<file path="config.mk">
export PLATFORM = sky130hd
export DESIGN_NAME = gmii_tx_top
export DESIGN_NICKNAME = d
export VERILOG_FILES = /design/src/logic/eth_tx_pkg.sv /design/src/logic/eth_crc32_byte.sv /design/src/logic/tx_byte_fifo.sv /design/src/logic/gmii_tx_framer.sv /design/src/logic/gmii_tx_top.sv
export SDC_FILE = /design/constraint.sdc
export NUM_CORES = 2
export LEC_CHECK = 0
export BUFFER_PORTS_ARGS = -buffer_cell sky130_fd_sc_hd__buf_2
export CAP_MARGIN = 20
export CORE_ASPECT_RATIO = 2
export CORE_MARGIN = 4
export CORE_UTILIZATION = 30
export DETAILED_ROUTE_END_ITERATION = 8
export PLACE_DENSITY = 0.54
export SYNTH_ARGS = -nofsm -noshare
export SYNTH_HDL_FRONTEND = slang
export SYNTH_HIERARCHICAL = 1
export SYNTH_SLANG_ARGS = --single-unit
</file>
<file path="constraint.sdc">
create_clock -name clk -period 3.8 [get_ports clk]
set_clock_uncertainty 0.05 [all_clocks]
set_input_delay 0.38 -clock clk [delete_from_list [all_inputs] [get_ports clk]]
set_output_delay 0.38 -clock clk [all_outputs]
set_load 0.01 [all_outputs]
</file>
<file path="src/logic/eth_tx_pkg.sv">
// byte-wide GMII only; tag is 4 bits and the FIFO depth must be a power of two
`default_nettype none

package eth_tx_pkg;

    // preamble and start delimiter
    localparam logic [7:0] eth_pre = 8'h55;
    localparam logic [7:0] eth_sfd = 8'hD5;

    // payload bytes before the FCS, padding included
    localparam int min_payload_len = 60;

    localparam int fifo_depth = 128;
    localparam int fifo_addr_w = $clog2(fifo_depth);

    // normal form, the CRC block reflects it
    localparam logic [31:0] crc_poly = 32'h04C1_1DB7;

    // one input byte, tag is taken from the first beat
    typedef struct packed {
        logic [7:0] data;
        logic       last;
        logic       error;
        logic [3:0] tag;
    } tx_beat_t;

    typedef struct packed {
        logic [7:0] txd;
        logic       tx_en;
        logic       tx_er;
    } gmii_t;

    // completion, error also covers underflow
    typedef struct packed {
        logic [3:0] tag;
        logic       error;
        logic       underflow;
    } tx_cpl_t;

endpackage

`default_nettype wire

</file>
<file path="src/logic/eth_crc32_byte.sv">
// purely combinational; caller presets the state to all ones and inverts for the FCS
`default_nettype none

module eth_crc32_byte (
    input  wire logic [31:0] crc_in,
    input  wire logic [7:0]  data,
    output logic [31:0]      crc_out
);

    import eth_tx_pkg::*;

    logic [31:0] poly_rev;

    // lsb-first shift needs the bit-reversed polynomial
    assign poly_rev = {<<{crc_poly}};

    always_comb begin
        logic [31:0] crc;

        crc = crc_in ^ {24'h00_0000, data};
        // one step per data bit
        for (int i = 0; i < 8; i++) begin
            if (crc[0]) begin
                crc = (crc >> 1) ^ poly_rev;
            end else begin
                crc = crc >> 1;
            end
        end
        crc_out = crc;
    end

endmodule

`default_nettype wire

</file>
<file path="src/logic/tx_byte_fifo.sv">
// no back-pressure on the write side; a write into a full buffer is lost and flagged
`default_nettype none

module tx_byte_fifo (
    input  wire logic                 clk,
    input  wire logic                 reset_crc,
    input  wire logic                 wr_valid,
    input  wire eth_tx_pkg::tx_beat_t wr_beat,
    input  wire logic                 pop,
    output eth_tx_pkg::tx_beat_t      head,
    output logic                      not_empty,
    output logic                      overflow
);

    import eth_tx_pkg::*;

    tx_beat_t mem [fifo_depth];

    logic [fifo_addr_w-1:0] wr_ptr;
    logic [fifo_addr_w-1:0] rd_ptr;
    logic [fifo_addr_w:0]   count;
    logic                   full;
    logic                   do_wr;
    logic                   do_rd;

    assign full = count == (fifo_addr_w + 1)'(fifo_depth);
    assign not_empty = count != '0;
    assign do_wr = wr_valid && !full;
    assign do_rd = pop && not_empty;

    // head is read straight from the array
    assign head = mem[rd_ptr];

    always_ff @(posedge clk) begin
        if (do_wr) begin
            mem[wr_ptr] <= wr_beat;
        end
    end

    always_ff @(posedge clk) begin
        if (reset_crc) begin
            wr_ptr <= '0;
            rd_ptr <= '0;
            count <= '0;
            overflow <= 1'b0;
        end else begin
            overflow <= wr_valid && full;

            // pointers wrap on their own, depth is a power of two
            if (do_wr) begin
                wr_ptr <= wr_ptr + 1'b1;
            end
            if (do_rd) begin
                rd_ptr <= rd_ptr + 1'b1;
            end

            case ({do_wr, do_rd})
                2'b10: begin
                    count <= count + 1'b1;
                end
                2'b01: begin
                    count <= count - 1'b1;
                end
                default: begin
                    count <= count;
                end
            endcase
        end
    end

endmodule

`default_nettype wire

</file>
<file path="src/logic/gmii_tx_framer.sv">
// GMII byte mode only; the rest of an underflowed frame is dropped after the gap count
`default_nettype none

module gmii_tx_framer (
    input  wire logic                 clk,
    input  wire logic                 reset_crc,
    input  wire eth_tx_pkg::tx_beat_t head,
    input  wire logic                 not_empty,
    output logic                      pop,
    input  wire logic [7:0]           cfg_ifg,
    input  wire logic                 cfg_tx_enable,
    output eth_tx_pkg::gmii_t         gmii,
    output eth_tx_pkg::tx_cpl_t       cpl,
    output logic                      cpl_valid,
    output logic                      start_packet,
    output logic                      underflow
);

    import eth_tx_pkg::*;

    typedef enum logic [2:0] {
        st_idle,
        st_pre,
        st_payload,
        st_pad,
        st_fcs,
        st_ifg,
        st_drop
    } state_t;

    state_t state;
    state_t state_next;

    // preamble and FCS byte index
    logic [2:0]  cnt;
    logic [2:0]  cnt_next;
    logic [6:0]  len_cnt;
    logic [6:0]  len_next;
    logic [7:0]  gap_cnt;
    logic [7:0]  gap_next;
    logic [3:0]  tag;
    logic [3:0]  tag_next;
    logic        frame_err;
    logic        err_next;
    logic        uflow;
    logic        uflow_next;

    logic        crc_clear;
    logic        send_byte;
    logic        send_fcs;
    logic [7:0]  byte_out;
    logic [31:0] crc_state;
    logic [31:0] crc_next;
    logic [31:0] fcs_word;

    gmii_t       gmii_next;
    logic        cpl_valid_next;
    logic        start_packet_next;
    logic        underflow_next;

    eth_crc32_byte i_eth_crc32_byte (
        .crc_in  (crc_state),
        .data    (byte_out),
        .crc_out (crc_next)
    );

    assign fcs_word = ~crc_state;

    always_comb begin
        state_next = state;
        cnt_next = cnt;
        len_next = len_cnt;
        gap_next = gap_cnt;
        tag_next = tag;
        err_next = frame_err;
        uflow_next = uflow;
        pop = 1'b0;
        crc_clear = 1'b0;
        send_byte = 1'b0;
        send_fcs = 1'b0;
        byte_out = 8'h00;
        gmii_next = '0;
        cpl_valid_next = 1'b0;
        start_packet_next = 1'b0;
        underflow_next = 1'b0;

        case (state)
            st_idle: begin
                crc_clear = 1'b1;
                cnt_next = 3'd0;
                len_next = 7'd0;
                err_next = 1'b0;
                uflow_next = 1'b0;
                if (not_empty && cfg_tx_enable) begin
                    // head is the first beat of the next frame
                    tag_next = head.tag;
                    gmii_next.txd = eth_pre;
                    gmii_next.tx_en = 1'b1;
                    cnt_next = 3'd1;
                    state_next = st_pre;
                end
            end
            st_pre: begin
                crc_clear = 1'b1;
                gmii_next.tx_en = 1'b1;
                if (cnt == 3'd7) begin
                    gmii_next.txd = eth_sfd;
                    start_packet_next = 1'b1;
                    cnt_next = 3'd0;
                    state_next = st_payload;
                end else begin
                    gmii_next.txd = eth_pre;
                    cnt_next = cnt + 3'd1;
                end
            end
            st_payload: begin
                if (not_empty) begin
                    pop = 1'b1;
                    send_byte = 1'b1;
                    byte_out = head.data;
                    err_next = frame_err | head.error;
                    if (head.last) begin
                        if (len_cnt + 7'd1 < 7'(min_payload_len)) begin
                            state_next = st_pad;
                        end else begin
                            state_next = st_fcs;
                        end
                    end
                end else begin
                    // buffer ran dry before last, close the frame as bad
                    underflow_next = 1'b1;
                    uflow_next = 1'b1;
                    if (len_cnt + 7'd1 < 7'(min_payload_len)) begin
                        send_byte = 1'b1;
                        state_next = st_pad;
                    end else if (len_cnt < 7'(min_payload_len)) begin
                        send_byte = 1'b1;
                        state_next = st_fcs;
                    end else begin
                        send_fcs = 1'b1;
                        state_next = st_fcs;
                    end
                end
            end
            st_pad: begin
                send_byte = 1'b1;
                if (len_cnt + 7'd1 >= 7'(min_payload_len)) begin
                    state_next = st_fcs;
                end
            end
            st_fcs: begin
                send_fcs = 1'b1;
                if (cnt == 3'd3) begin
                    gap_next = 8'd0;
                    state_next = st_ifg;
                end
            end
            st_ifg: begin
                cpl_valid_next = gap_cnt == 8'd0;
                gap_next = gap_cnt + 8'd1;
                if ({1'b0, gap_cnt} + 9'd1 >= {1'b0, cfg_ifg}) begin
                    state_next = uflow ? st_drop : st_idle;
                end
            end
            st_drop: begin
                // discard the tail of an underflowed frame
                if (not_empty) begin
                    pop = 1'b1;
                    if (head.last) begin
                        state_next = st_idle;
                    end
                end
            end
            default: begin
                state_next = st_idle;
            end
        endcase

        // payload or pad byte, folded into the CRC
        if (send_byte) begin
            gmii_next.txd = byte_out;
            gmii_next.tx_en = 1'b1;
            if (len_cnt < 7'(min_payload_len)) begin
                len_next = len_cnt + 7'd1;
            end
        end

        // fcs goes out lsb first
        if (send_fcs) begin
            gmii_next.txd = fcs_word[{cnt[1:0], 3'b000} +: 8];
            gmii_next.tx_en = 1'b1;
            gmii_next.tx_er = err_next | uflow_next;
            cnt_next = cnt + 3'd1;
        end
    end

    always_ff @(posedge clk) begin
        if (reset_crc) begin
            state <= st_idle;
            cnt <= 3'd0;
            len_cnt <= 7'd0;
            gap_cnt <= 8'd0;
            frame_err <= 1'b0;
            uflow <= 1'b0;
            gmii <= '0;
            cpl_valid <= 1'b0;
            start_packet <= 1'b0;
            underflow <= 1'b0;
        end else begin
            state <= state_next;
            cnt <= cnt_next;
            len_cnt <= len_next;
            gap_cnt <= gap_next;
            frame_err <= err_next;
            uflow <= uflow_next;
            gmii <= gmii_next;
            cpl_valid <= cpl_valid_next;
            start_packet <= start_packet_next;
            underflow <= underflow_next;
        end
    end

    always_ff @(posedge clk) begin
        tag <= tag_next;
        if (crc_clear) begin
            crc_state <= '1;
        end else if (send_byte) begin
            crc_state <= crc_next;
        end
        if (cpl_valid_next) begin
            cpl <= '{tag: tag, error: frame_err | uflow, underflow: uflow};
        end
    end

endmodule

`default_nettype wire

</file>
<file path="src/logic/gmii_tx_top.sv">
// tx_valid is a strobe with no back-pressure; watch overflow to catch lost bytes
`default_nettype none

module gmii_tx_top (
    input  wire logic                 clk,
    input  wire logic                 reset_crc,
    input  wire logic                 tx_valid,
    input  wire eth_tx_pkg::tx_beat_t tx_beat,
    input  wire logic [7:0]           cfg_ifg,
    input  wire logic                 cfg_tx_enable,
    output eth_tx_pkg::gmii_t         gmii,
    output eth_tx_pkg::tx_cpl_t       cpl,
    output logic                      cpl_valid,
    output logic                      start_packet,
    output logic                      underflow,
    output logic                      overflow
);

    import eth_tx_pkg::*;

    tx_beat_t head;
    logic     not_empty;
    logic     pop;

    tx_byte_fifo i_tx_byte_fifo (
        .clk       (clk),
        .reset_crc (reset_crc),
        .wr_valid  (tx_valid),
        .wr_beat   (tx_beat),
        .pop       (pop),
        .head      (head),
        .not_empty (not_empty),
        .overflow  (overflow)
    );

    gmii_tx_framer i_gmii_tx_framer (
        .clk           (clk),
        .reset_crc     (reset_crc),
        .head          (head),
        .not_empty     (not_empty),
        .pop           (pop),
        .cfg_ifg       (cfg_ifg),
        .cfg_tx_enable (cfg_tx_enable),
        .gmii          (gmii),
        .cpl           (cpl),
        .cpl_valid     (cpl_valid),
        .start_packet  (start_packet),
        .underflow     (underflow)
    );

endmodule

`default_nettype wire

</file>
==> metrics.txt <==
Startpoint Class=flop; DP Wirelength=between 100 and 150 mm; TritonCTS Sinks=1,900; Total Wirelength=213 mm; Syn Nets=3,924; Layout Nets=4,565; Mapped Cells=3,879; failing checks=negative setup slack; DRT iter0 DRCs=roughly 2,400; leading area contributor after synthesis=edfxtp_1; ys flop type=edfxtp_1; setup ws final=-27.4 ps; Yosys cell types=94; site row count=roughly 260; CTS tree=built; worst-case clock buffer depth=4; dpl cells=7,541; first-pass GRT wire length=300 mm; Area Overhead vs Synth=20.2%; Final min period=roughly 3800 ps; gr busiest metal=met2; reg2reg setup slack=-30 ps; highest clock rate=0.261 GHz; Final Hold Fails=0; top post-synthesis cells by area=edfxtp_1 (72%), mux4_2 (9.9%), mux2i_1 (3.5%), dfxtp_1 (2.6%), a211oi_1 (1.3%); CTS buffer count=166; WP data arrival=4460 ps; Setup Viol. Count Final=3; async set or reset register ratio after synthesis=0%; CTS root buffer=clkbuf_16; vias in the first global route=41,400; Die X=~360 µm; most instantiated library cell after synthesis=edfxtp_1; Initial Utilization=30.2%; outcome=complete, but fails checks; Crit. End Element=flop; number of fill cells=around 23,000; Total Power=45.1 mW; remaining global-route overflow=0; Syn Std Cell Area=around 75,000 µm²; GRT Util Overall=between 15 and 20%; Core Region=249,000 µm²; DR vias=39,000; Finished Core Util=36.3%; I/O pins=46; Rel. slew slack=roughly a fifth; Syn Area/Cell=19.4 µm²; clock latency at the later pin of the worst-skew pair=840 ps; RSZ-0062 raised after global routing=true; Crit Path Category=flop to flop; FF+latch area=56,100 µm²; Seq/Total Area, Yosys=~75%; Crit Path Max Fanout=8; total iterations of the first detailed-routing run=6; pin count of the biggest net entering global routing=93; Pins Over Slew Limit=0; GR Layer Usage met1=15.6%; DIE AREA=~260,000 µm²; EDFF count, synth=1,802; cell leakage power=28.7 nW; Max VDD drop=0.303 mV; antenna violations before repair=5; M3 GR Usage=around 1.3%; grt met2 use=roughly a third; TNS Setup=-31.6 ps; post-synthesis sequential element count=1,900; port bufs=45; die height=roughly 700 µm; ANT nets after route=0; top cell type's share of synthesized area=between 70% and 80%; worst hold slack=31.4 ps; Synth warnings=6; max-cap violations=0; Hold Path Class=input pin to flop; WL per Instance=26.9 µm; multi-input logic area=18,300 µm²; dpl ws=-419 ps; DR DRC count=0; Final Cell Area=90,400 µm²; htree depth=4; placed inst area=approximately 84,000 µm²; Power per Cell Area=499 nW/µm²; layout cells sized above 1=between 30% and 40%; Non-Filler Instances=7,902; Worst Path Required=~4400 ps; routability cong.=0.857; actual slew at the worst max-slew pin=1200 ps; Clock Pin Slew Worst Setup and Hold Paths=~70 ps; most frequent cells after synthesis=edfxtp_1 (1,802), mux4_2 (330), mux2i_1 (261); number of vias per cell=just under 5; period utilisation layout=101%
==> path summary, 6_finish.rpt <==
| check | startpoint | depth (start not counted) | end |
|---|---|---|---|
| min | tx_beat[5] | 1 | i_tx_byte_fifo/mem[12][5] |
| max reg2reg | flop | 16 | i_gmii_tx_framer/crc_state[18] |
| min reg2reg | i_gmii_tx_framer/tag[1] | 0 | i_gmii_tx_framer/cpl[3] |
| max | flop | 16 | i_gmii_tx_framer/crc_state[18] |
==> state kept, by name, summed over array words and instances (netlist names), named ones only <==
signal,cells
i_tx_byte_fifo/mem,1792
i_gmii_tx_framer/crc_state,32
i_gmii_tx_framer/gmii,10
i_gmii_tx_framer/gap_cnt,8
i_tx_byte_fifo/count,8
i_gmii_tx_framer/len_cnt,7
i_tx_byte_fifo/rd_ptr,7
i_tx_byte_fifo/wr_ptr,7
i_gmii_tx_framer/cpl,6
i_gmii_tx_framer/tag,4
i_gmii_tx_framer/cnt,3
i_gmii_tx_framer/state,3
i_gmii_tx_framer/cpl_valid,1
i_gmii_tx_framer/frame_err,1
i_gmii_tx_framer/start_packet,1
i_gmii_tx_framer/uflow,1
i_gmii_tx_framer/underflow,1
i_tx_byte_fifo/overflow,1
==> per-layer routing <==
metal	routed length, µm	part of all wire, %
met3	5150	2.4
met2	123000	58
met1	70000	33
met4	14200	6.7
met5	13	0.0061
==> cell type report <==
class                           count  share of cell area, %
Inverter                           23                 0.0955
Tap cell                         3262                   4.52
Antenna cell                        2                0.00554
Timing Repair Buffer              698                   7.43
Multi-Input combinational cell   1731                   20.2
Clock inverter                     90                  0.872
Clock buffer                      196                   4.79
Sequential cell                  1900                   62.1
==> critical path, cell delays in order, from the launching register on <==
cell and delay [ps]:
dfxtp_4 400, buf_12 180, buf_12 130, buf_16 140, mux4_2 520, a22oi_2 240, nand2_2 200, nand4_1 140
buf_4 140, nor3_2 40, and2_1 190, xnor2_4 290, buf_6 160, xnor3_1 210, xor3_1 360, mux2i_1 150
nand2_1 60
==> kinds of logic after synthesis <==
group | Yosys count | synth area share, %
buffers and inverters | 248 | 1.93
adder cells (fa/ha/maj) | 19 | 0.316
flip-flops | 1900 | 74.6
AND/OR/NAND/NOR | 542 | 3.37
AO/OA/AOI/OAI | 477 | 4.67
multiplexers | 606 | 13.6
XOR/XNOR | 87 | 1.57
==> placed cells by master, fill, tap and decap left out, drive strengths merged, types with 14 or more instances in the layout <==
cell type / instances
nor3: 25
inv: 32
nor2: 183
clkbuf: 202
nand3: 22
a22oi: 104
ha: 19
buf: 683
xnor2: 46
a211oi: 132
dfxtp: 98
clkinv: 55
mux2: 14
o21ai: 26
o22ai: 133
nand4: 20
mux2i: 262
o31ai: 15
mux4: 330
nor2b: 25
clkinvlp: 14
edfxtp: 1802
xor2: 23
a21oi: 29
nand2: 204
==> power breakdown <==
part	switching, mW	internal (mW)	leakage (nW)
Clock	7.61	8.98	2.47
Sequential	0.146	23.1	17.0
Combinational	2.79	2.46	9.26
==> timing repair <==
action | in CTS | in global routing
gates resized for setup | 77 | 88
buffers inserted | 21 | 37
setup endpoints to repair | 29 | 28
hold buffers | 7 | 0
cloned | 4 | 5
hold endpoints to repair | 45 | 0
pin swaps | 22 | 36
Power figures use the tool's default switching activity.
